[config.mk]
export PLATFORM = sky130hd
export DESIGN_NAME = exec_core
export DESIGN_NICKNAME = d
export VERILOG_FILES = /design/src/logic/exec_pkg.sv /design/src/logic/alu.sv /design/src/logic/ex_stage.sv /design/src/logic/exec_core.sv /design/src/logic/operand_forward.sv /design/src/logic/reg_file.sv /design/src/logic/writeback_pipe.sv
export SDC_FILE = /design/constraint.sdc
export NUM_CORES = 2
export LEC_CHECK = 0
export BUFFER_PORTS_ARGS = -buffer_cell sky130_fd_sc_hd__buf_2
export CAP_MARGIN = 20
export CORE_MARGIN = 4
export CORE_UTILIZATION = 55
export CTS_BUF_LIST = sky130_fd_sc_hd__clkbuf_4
export CTS_CLUSTER_SIZE = 30
export DETAILED_ROUTE_END_ITERATION = 10
export PLACE_DENSITY = 0.71
export SYNTH_ARGS = -nofsm -noshare
export SYNTH_HDL_FRONTEND = slang
export SYNTH_SLANG_ARGS = --single-unit
[constraint.sdc]
create_clock -name clock -period 6.2 [get_ports clock]
set_input_delay 0 -clock clock [delete_from_list [all_inputs] [get_ports clock]]
set_output_delay 0 -clock clock [all_outputs]
set_load 0.05 [all_outputs]
[src/logic/exec_pkg.sv]
package exec_pkg;

	localparam int data_w = 32;
	localparam int reg_addr_w = 5;
	localparam int num_gr = 2 ** reg_addr_w;
	localparam int operand_w = 15;
	localparam int shamt_w = $clog2(data_w);

	// System register space, only SPR is implemented
	localparam logic [reg_addr_w-1:0] sysreg_spr = 5'd1;

	typedef enum logic [3:0] {
		op_add   = 4'd0,
		op_sub   = 4'd1,
		op_and   = 4'd2,
		op_or    = 4'd3,
		op_xor   = 4'd4,
		op_shl   = 4'd5,
		op_movs  = 4'd6,
		op_setsp = 4'd7
	} exec_op_e;

	// Register view of the operand field
	typedef struct packed {
		logic [reg_addr_w-1:0] b;
		logic b_sysreg;
		logic [8:0] pad;
	} exec_reg_form_s;

	typedef union packed {
		exec_reg_form_s reg_form;
		logic [operand_w-1:0] imm_form;
	} exec_operand_u;

	typedef struct packed {
		exec_op_e opcode;
		logic [reg_addr_w-1:0] dest;
		logic dest_sysreg;
		logic [reg_addr_w-1:0] a;
		logic a_sysreg;
		logic use_imm;
		exec_operand_u operand;
	} exec_instr_s;

	typedef struct packed {
		logic gr_valid;
		logic [data_w-1:0] gr_data;
		logic [reg_addr_w-1:0] gr_dest;
		logic gr_dest_sysreg;
		logic spr_valid;
		logic [data_w-1:0] spr_data;
	} wb_entry_s;

	typedef struct packed {
		logic sysreg;
		logic [reg_addr_w-1:0] pointer;
		logic settle;
		logic [data_w-1:0] data;
	} src_req_s;

	// Immediate view of the operand field, sign-extended to the datapath
	function automatic logic [data_w-1:0] sext_imm(exec_operand_u operand);
		return {{(data_w - operand_w){operand.imm_form[operand_w-1]}}, operand.imm_form};
	endfunction

endpackage

[src/logic/alu.sv]
module alu import exec_pkg::*; (
	input exec_instr_s instr,
	input logic [data_w-1:0] a,
	input logic [data_w-1:0] b,
	input logic [data_w-1:0] spr,
	output wb_entry_s result
);

	logic [data_w-1:0] spr_next;

	assign spr_next = spr + sext_imm(instr.operand);

	always_comb begin
		result = '0;
		result.gr_valid = 1'b1;
		result.gr_dest = instr.dest;
		result.gr_dest_sysreg = instr.dest_sysreg;
		result.spr_data = spr_next;
		case (instr.opcode)
			op_add: result.gr_data = a + b;
			op_sub: result.gr_data = a - b;
			op_and: result.gr_data = a & b;
			op_or: result.gr_data = a | b;
			op_xor: result.gr_data = a ^ b;
			op_shl: result.gr_data = a << b[shamt_w-1:0];
			// Operand a already holds the system register value
			op_movs: result.gr_data = a;
			op_setsp: begin
				// GR side tagged as the SPR sysreg so it never matches a GR source
				result.gr_valid = 1'b0;
				result.spr_valid = 1'b1;
				result.gr_data = spr_next;
				result.gr_dest = sysreg_spr;
				result.gr_dest_sysreg = 1'b1;
			end
			// Unassigned opcodes retire as bubbles
			default: result.gr_valid = 1'b0;
		endcase
	end

endmodule

[src/logic/ex_stage.sv]
module ex_stage import exec_pkg::*; (
	input logic clock,
	input logic arst_n,
	input logic issue_valid,
	input exec_instr_s issue_instr,
	input logic [data_w-1:0] rd_a_data,
	input logic [data_w-1:0] rd_b_data,
	input logic [data_w-1:0] rf_spr,
	input wb_entry_s wb,
	input wb_entry_s prev_wb,
	output logic [reg_addr_w-1:0] rd_a_ptr,
	output logic [reg_addr_w-1:0] rd_b_ptr,
	output wb_entry_s result
);

	logic ex_valid;
	exec_instr_s ex_instr;
	src_req_s src_a;
	src_req_s src_b;
	logic [data_w-1:0] op_a;
	logic [data_w-1:0] op_b;
	logic [data_w-1:0] fwd_spr;
	wb_entry_s alu_result;

	// Unimplemented system registers read as zero
	function automatic logic [data_w-1:0] sysreg_read(
		logic [reg_addr_w-1:0] ptr,
		logic [data_w-1:0] spr_value
	);
		return (ptr == sysreg_spr) ? spr_value : '0;
	endfunction

	always_ff @(posedge clock or negedge arst_n) begin
		if (!arst_n) begin
			ex_valid <= 1'b0;
		end else begin
			ex_valid <= issue_valid;
		end
	end

	always_ff @(posedge clock) begin
		ex_instr <= issue_instr;
	end

	assign rd_a_ptr = ex_instr.a;
	assign rd_b_ptr = ex_instr.operand.reg_form.b;

	always_comb begin
		src_a.sysreg = ex_instr.a_sysreg;
		src_a.pointer = ex_instr.a;
		src_a.settle = 1'b0;
		src_a.data = ex_instr.a_sysreg ? sysreg_read(ex_instr.a, rf_spr) : rd_a_data;

		src_b.sysreg = ex_instr.operand.reg_form.b_sysreg;
		src_b.pointer = ex_instr.operand.reg_form.b;
		src_b.settle = 1'b0;
		src_b.data = src_b.sysreg ? sysreg_read(src_b.pointer, rf_spr) : rd_b_data;
		// Immediate form takes the same bits as a settled value
		if (ex_instr.use_imm) begin
			src_b.sysreg = 1'b0;
			src_b.settle = 1'b1;
			src_b.data = sext_imm(ex_instr.operand);
		end
	end

	operand_forward fwd_a (
		.src(src_a),
		.wb(wb),
		.prev_wb(prev_wb),
		.rf_spr(rf_spr),
		.data(op_a),
		.spr(fwd_spr)
	);

	// Same SPR view as fwd_a, so its spr output stays open
	operand_forward fwd_b (
		.src(src_b),
		.wb(wb),
		.prev_wb(prev_wb),
		.rf_spr(rf_spr),
		.data(op_b),
		.spr()
	);

	alu u_alu (
		.instr(ex_instr),
		.a(op_a),
		.b(op_b),
		.spr(fwd_spr),
		.result(alu_result)
	);

	always_comb begin
		result = alu_result;
		result.gr_valid = alu_result.gr_valid && ex_valid;
		result.spr_valid = alu_result.spr_valid && ex_valid;
	end

endmodule

[src/logic/exec_core.sv]
module exec_core import exec_pkg::*; (
	input logic clock,
	input logic arst_n,
	input logic issue_valid,
	input exec_instr_s issue_instr,
	output wb_entry_s commit
);

	logic [reg_addr_w-1:0] rd_a_ptr;
	logic [reg_addr_w-1:0] rd_b_ptr;
	logic [data_w-1:0] rd_a_data;
	logic [data_w-1:0] rd_b_data;
	logic [data_w-1:0] rf_spr;
	wb_entry_s result;
	wb_entry_s wb;
	wb_entry_s prev_wb;

	ex_stage u_ex_stage (
		.clock(clock),
		.arst_n(arst_n),
		.issue_valid(issue_valid),
		.issue_instr(issue_instr),
		.rd_a_data(rd_a_data),
		.rd_b_data(rd_b_data),
		.rf_spr(rf_spr),
		.wb(wb),
		.prev_wb(prev_wb),
		.rd_a_ptr(rd_a_ptr),
		.rd_b_ptr(rd_b_ptr),
		.result(result)
	);

	writeback_pipe u_writeback_pipe (
		.clock(clock),
		.arst_n(arst_n),
		.result(result),
		.wb(wb),
		.prev_wb(prev_wb)
	);

	// Oldest stage retires into the register file
	reg_file u_reg_file (
		.clock(clock),
		.arst_n(arst_n),
		.rd_a_ptr(rd_a_ptr),
		.rd_b_ptr(rd_b_ptr),
		.wr(prev_wb),
		.rd_a_data(rd_a_data),
		.rd_b_data(rd_b_data),
		.spr(rf_spr)
	);

	assign commit = prev_wb;

endmodule

[src/logic/operand_forward.sv]
module operand_forward import exec_pkg::*; (
	input src_req_s src,
	input wb_entry_s wb,
	input wb_entry_s prev_wb,
	input logic [data_w-1:0] rf_spr,
	output logic [data_w-1:0] data,
	output logic [data_w-1:0] spr
);

	logic [data_w-1:0] prev_data;

	// Correct one operand value from one writeback stage
	function automatic logic [data_w-1:0] forward_from(
		src_req_s req,
		wb_entry_s stage,
		logic [data_w-1:0] base
	);
		logic stage_valid;
		stage_valid = stage.gr_valid || stage.spr_valid;
		if (req.settle || !stage_valid) begin
			return base;
		end
		// SPR source picks up an SPR write
		if (req.sysreg && req.pointer == sysreg_spr && stage.spr_valid) begin
			return stage.spr_data;
		end
		// General source picks up a general write to the same pointer
		if (!req.sysreg && !stage.gr_dest_sysreg && req.pointer == stage.gr_dest) begin
			return stage.gr_data;
		end
		return base;
	endfunction

	// Older stage first, the younger one overrides it
	assign prev_data = forward_from(src, prev_wb, src.data);
	assign data = forward_from(src, wb, prev_data);

	always_comb begin
		if (wb.spr_valid) begin
			spr = wb.spr_data;
		end else if (prev_wb.spr_valid) begin
			spr = prev_wb.spr_data;
		end else begin
			spr = rf_spr;
		end
	end

endmodule

[src/logic/reg_file.sv]
module reg_file import exec_pkg::*; (
	input logic clock,
	input logic arst_n,
	input logic [reg_addr_w-1:0] rd_a_ptr,
	input logic [reg_addr_w-1:0] rd_b_ptr,
	input wb_entry_s wr,
	output logic [data_w-1:0] rd_a_data,
	output logic [data_w-1:0] rd_b_data,
	output logic [data_w-1:0] spr
);

	logic [num_gr-1:0][data_w-1:0] gr;

	always_ff @(posedge clock or negedge arst_n) begin
		if (!arst_n) begin
			gr <= '0;
			spr <= '0;
		end else begin
			// A general result aimed at a system register is dropped
			if (wr.gr_valid && !wr.gr_dest_sysreg) begin
				gr[wr.gr_dest] <= wr.gr_data;
			end
			if (wr.spr_valid) begin
				spr <= wr.spr_data;
			end
		end
	end

	// Combinational reads, no bypass of the write in the same cycle
	assign rd_a_data = gr[rd_a_ptr];
	assign rd_b_data = gr[rd_b_ptr];

endmodule

[src/logic/writeback_pipe.sv]
module writeback_pipe import exec_pkg::*; (
	input logic clock,
	input logic arst_n,
	input wb_entry_s result,
	output wb_entry_s wb,
	output wb_entry_s prev_wb
);

	// Shifts every cycle, no hold since there is no back-pressure
	always_ff @(posedge clock or negedge arst_n) begin
		if (!arst_n) begin
			wb <= '0;
			prev_wb <= '0;
		end else begin
			wb <= result;
			prev_wb <= wb;
		end
	end

endmodule

==> reports/results.md <==
| Parameter | This run | Unit |
|:---|:---|:---|
| Vias per std cell | 7.21 | - |
| Maximum clock frequency | 159 | MHz |
| Classification of the worst-slack hold path | in -> async | - |
| Top cells by area, synth | sky130_fd_sc_hd__dfrtp_1, sky130_fd_sc_hd__mux2_2, sky130_fd_sc_hd__mux4_2 | - |
| Total count of hold-check failures in the final report | 1 | - |
| Switch share | 0.357 | - |
| Period minus WS final | 6270 | ps |
| Total leakage power | 40.1 | nW |
| Post-Route Hold Slack | -0.0588 | ps |
| Crit path setup slack, layout | -71.2 | ps |
| Final count of pins violating max slew | 0 | - |
| Mean area per synthesized cell | 12.6 | um^2 |
| Maximum clock skew at final layout | 115 | ps |
| Count of flip-flops with a built-in enable after synthesis | 0 | - |
| Type of origin of the critical path | flip-flop | - |
| Fraction of layout instances using a drive strength above 1 | 0.468 | - |
| Synthesized netlist cell count | 5759 | - |
| Post-synthesis instance area | 0.0725 | mm^2 |
| Net switching power of the design | 0.00811 | W |
| Number of buffers added by the clock tree synthesis step | 346 | - |
| Number of I/O port buffers | 106 | - |
| Number of different library cells in the post-synthesis netlist | 111 | - |
| Number of DRC markers after the initial detailed-route iteration | 9125 | - |
| Clock tree from TritonCTS | done | - |
| Number of global-route vias before repair | 60800 | - |
| Depth of the most critical reg-to-reg path | 26 | - |
| CTS sink count | 1233 | - |
| Status | finished with violations | - |
| Std-Cell Core Area | 0.130 | mm^2 |
| DRT antenna net count | 0 | - |
| Syn Nets | 5931 | - |
| Clock power frac | 0.329 | - |
| Std cell rows | 132 | - |
| Post-synthesis register bit count | 1233 | - |
| Worst path arrival time | 7520 | ps |
| I/O pin total | 107 | - |
| DIE HEIGHT | 371 | um |
| Most used flip-flop cell after synthesis | sky130_fd_sc_hd__dfrtp_1 | - |
| Clock-pin slew on the worst setup and hold paths | 80 | ps |
| Portion of the post-synthesis area used by sequential elements | 0.423 | - |
| Clk buf depth | 4 | - |
| Setup slack of the worst register-to-register path | -70 | ps |
| RSZ-0062 raised after global routing | true | - |
| Top fanout value on the critical path | 13 | - |
| Kind of capture point of the worst setup path | flip-flop | - |
| Fraction of synthesis flops using an asynchronous set or reset pin | 0.974 | - |
| Place WS | -1070 | ps |
| Worst skew pair latency | 1390 | ps |
| Area of the die | 0.138 | mm^2 |
| Root Buffer | sky130_fd_sc_hd__clkbuf_4 | - |
| Detail-routed net length per standard cell | 36.5 | um |
| Initial core utilization | 0.557 | - |
| Placed standard-cell area | 0.0791 | mm^2 |
| Post-route fraction of the period consumed by the critical path | 1.01 | - |
| Final weighted congestion of routability-driven global placement | 1.08 | - |
| Max-slew headroom at the worst pin | 0.158 | - |
| Slew at the pin with the worst max-slew slack | 1260 | ps |
| Sequential fraction of design power | 0.426 | - |
| Failing checks | hold timing, setup timing | - |
| Aggregate routed wire length | 313 | mm |
| Filler-free cell count of the finished design | 8577 | - |
| Area share of the largest cell type after synthesis | 0.415 | - |
| Dpl cells | 7822 | - |
| Area growth syn-to-layout | 18.4 | % |
| Count of vias placed by the detailed router | 61900 | - |
| Capture point of the worst reg-to-reg path | u_writeback_pipe.wb[69]$_DFF_PN0_ | - |
| Reg2reg start | u_ex_stage.rd_b_ptr[2]$_DFF_P_ | - |
| Required @ worst endpoint | 7450 | ps |
| HPWL after DPL | 213 | mm |
| Synth area leader | sky130_fd_sc_hd__dfrtp_1 | - |
| Number of antenna violations at the first check in global routing | 17 | - |
| Aggregate global-route resource usage | 0.451 | - |
| Int Power | 0.0146 | W |
| Final Setup Violations | 4 | - |
| Maximum vdd drop | 0.000235 | V |
| Maximum level of the CTS H-tree | 5 | - |
| Largest net degree at the start of global routing | 169 | - |
| Detailed-router iteration count before antenna repair | 6 | - |
| Synth warnings | 0 | - |
| Core Util, Final | 0.659 | - |
| Post-route cell area | 0.0858 | mm^2 |
| Die X | 371 | um |
| Combinational share of power | 0.245 | - |
| Total of max-cap violations | 0 | - |
| Layout net count | 6766 | - |
| Overflow left after global routing | 0 | - |
| Total power per unit cell area | 265 | mW/mm^2 |
| DRC violations left | 0 | - |
| Wire length of the first global-routing pass | 442 | mm |
| Setup CP Type | reg -> reg | - |
## cell usage in the layout, fill, tap and decap left out, types with 20 or more instances in the layout
| cell | count |
|---|---|
| sky130_fd_sc_hd__dfrtp_1 | 1195 |
| sky130_fd_sc_hd__mux2_2 | 1082 |
| sky130_fd_sc_hd__buf_4 | 705 |
| sky130_fd_sc_hd__clkbuf_4 | 514 |
| sky130_fd_sc_hd__mux4_2 | 441 |
| sky130_fd_sc_hd__nand2_1 | 279 |
| sky130_fd_sc_hd__mux2i_1 | 209 |
| sky130_fd_sc_hd__nor2_1 | 192 |
| sky130_fd_sc_hd__o21ai_0 | 187 |
| sky130_fd_sc_hd__a21oi_1 | 164 |
| sky130_fd_sc_hd__ha_1 | 130 |
| sky130_fd_sc_hd__buf_2 | 106 |
| sky130_fd_sc_hd__a22oi_1 | 99 |
| sky130_fd_sc_hd__dlygate4sd3_1 | 97 |
| sky130_fd_sc_hd__inv_1 | 89 |
| sky130_fd_sc_hd__nand3_1 | 85 |
| sky130_fd_sc_hd__a221oi_1 | 80 |
| sky130_fd_sc_hd__xnor2_1 | 76 |
| sky130_fd_sc_hd__o22ai_1 | 71 |
| sky130_fd_sc_hd__buf_12 | 62 |
| sky130_fd_sc_hd__nor3_1 | 53 |
| sky130_fd_sc_hd__o221ai_1 | 37 |
| sky130_fd_sc_hd__a21o_1 | 36 |
| sky130_fd_sc_hd__clkinv_1 | 35 |
| sky130_fd_sc_hd__nand2b_1 | 31 |
| sky130_fd_sc_hd__a31oi_1 | 28 |
| sky130_fd_sc_hd__xor2_1 | 28 |
| sky130_fd_sc_hd__nand4_1 | 24 |
| sky130_fd_sc_hd__a221o_1 | 23 |
| sky130_fd_sc_hd__nor2b_1 | 22 |
| sky130_fd_sc_hd__buf_6 | 21 |
| sky130_fd_sc_hd__dfxtp_1 | 21 |
| sky130_fd_sc_hd__and3_1 | 20 |
| sky130_fd_sc_hd__and2_1 | 20 |
| sky130_fd_sc_hd__mux4_1 | 20 |
## kinds of logic (layout without fill, tap and decap cells)
logic type	after synthesis	count (layout)	synth area share
other	0	17	0
AO/OA/AOI/OAI	1010	1010	0.0976
multiplexers	1754	1754	0.342
XOR/XNOR	106	106	0.0128
buffers and inverters	610	1669	0.0401
adder cells (fa/ha/maj)	137	137	0.0239
AND/OR/NAND/NOR	909	909	0.0602
flip-flops	1233	1233	0.423
## metal layers
layer	vias up	GRT usage	share of wire	routed length [um]
met5	-	0.00427	0.00034	107
met4	10	0.298	0.082	25600
met3	1266	0.169	0.14	45200
met2	5197	0.616	0.41	127000
met1	31400	0.600	0.37	115000
li1	24000	-	-	-
## registers in the layout, indices dropped and copies added (netlist names)
signal                    flops
u_ex_stage.ex_valid           1
u_ex_stage.rd_b_ptr           5
u_reg_file.gr              1024
u_reg_file.spr               32
u_writeback_pipe.wb          72
u_ex_stage.rd_a_ptr           5
u_ex_stage.ex_instr          22
u_writeback_pipe.prev_wb     72
## repair_timing
| item | 4_1_cts | 5_1_grt |
|---|---|---|
| setup buffers | 22 | 38 |
| pin swaps | 20 | 54 |
| gates cloned | 5 | 1 |
| endpoints found under the hold margin | 1234 | 0 |
| hold buffers | 98 | 0 |
| setup endpoints to repair | 14 | 10 |
| resized for setup | 76 | 116 |
## power groups by stage
stage / Clock (W) / Sequential [W] / Combinational (W)
final: 0.00747 / 0.00969 / 0.00558
after global routing: 0.00793 / 0.00969 / 0.00581
after CTS: 0.00750 / 0.00962 / 0.00534
after detailed placement: 0 / 0.00977 / 0.00520
after global placement: 0 / 0.00976 / 0.00513
after floorplan: 0 / 0.00980 / 0.00270
## through the flow
step | power [W] | setup TNS, ps
after floorplan | 0.0125 | 0
after global placement | 0.0149 | -7200
after detailed placement | 0.0150 | -7310
after CTS | 0.0225 | -26.0
after global routing | 0.0234 | -580
final | 0.0227 | -227
## Yosys cell counts, drive strengths merged (17+ instances only)
cell type	n
a22oi	101
nand2b	31
clkbuf	329
o22ai	72
nand2	298
mux2	1082
mux4	462
a32oi	17
inv	95
o221ai	39
nor3	70
dfrtp	1201
nor4	19
a31oi	32
o31ai	19
o21ai	202
a211oi	25
xor2	28
or2	18
a22o	18
buf	186
nand3	90
a221o	23
a21o	36
a21oi	173
o211ai	20
a221oi	88
mux2i	210
dfxtp	32
and2	20
nor2	225
xnor2	78
ha	135
nor2b	25
and3	22
nand4	26
## worst max-delay path: stages, from the launching register on
cell and delay [ps]:
sky130_fd_sc_hd__dfxtp_4 480, sky130_fd_sc_hd__buf_4 340, sky130_fd_sc_hd__buf_4 270, sky130_fd_sc_hd__and2b_1 270, sky130_fd_sc_hd__a22oi_2 190, sky130_fd_sc_hd__a21oi_1 110, sky130_fd_sc_hd__o21ai_2 340, sky130_fd_sc_hd__buf_6 190
sky130_fd_sc_hd__a221oi_2 80, sky130_fd_sc_hd__a211oi_2 260, sky130_fd_sc_hd__nand4_1 240, sky130_fd_sc_hd__or3_4 430, sky130_fd_sc_hd__buf_6 140, sky130_fd_sc_hd__o31ai_4 170, sky130_fd_sc_hd__xnor2_1 100, sky130_fd_sc_hd__ha_2 190
sky130_fd_sc_hd__or3_4 340, sky130_fd_sc_hd__a311oi_2 240, sky130_fd_sc_hd__a211oi_2 110, sky130_fd_sc_hd__buf_4 150, sky130_fd_sc_hd__a221o_1 360, sky130_fd_sc_hd__o31a_1 340, sky130_fd_sc_hd__o2bb2ai_2 160, sky130_fd_sc_hd__a21oi_1 210
sky130_fd_sc_hd__mux2i_1 240, sky130_fd_sc_hd__o2111a_1 190, sky130_fd_sc_hd__nand2_1 50
## worst max-delay path by stage
| stage | startpoint | endpoint | slack (ps) | depth (start not counted) |
|---|---|---|---|---|
| after floorplan | u_writeback_pipe.prev_wb[32]$_DFF_PN0_ | u_writeback_pipe.wb[66]$_DFF_PN0_ | 20 | 25 |
| after global placement | u_ex_stage.rd_b_ptr[0]$_DFF_P_ | u_writeback_pipe.wb[67]$_DFF_PN0_ | -980 | 24 |
| after detailed placement | u_ex_stage.rd_b_ptr[0]$_DFF_P_ | u_writeback_pipe.wb[67]$_DFF_PN0_ | -1070 | 24 |
| after CTS | u_ex_stage.rd_b_ptr[0]$_DFF_P_ | u_writeback_pipe.wb[67]$_DFF_PN0_ | -20 | 27 |
| after global routing | u_ex_stage.rd_b_ptr[1]$_DFF_P_ | u_writeback_pipe.wb[70]$_DFF_PN0_ | -140 | 30 |
| final | u_ex_stage.rd_b_ptr[2]$_DFF_P_ | u_writeback_pipe.wb[69]$_DFF_PN0_ | -70 | 26 |
## area by class of cell
class	count	area (um^2)
repair buffers	1002	8580
diodes	17	42.5
clock buffers	514	3860
inverters	95	362
multi-input cells	3916	39700
fillers	9907	44400
flip-flops and latches	1233	30700
well taps	1742	2180
clock inverters	58	285
Note: power is estimated with default switching activity, not from simulation.
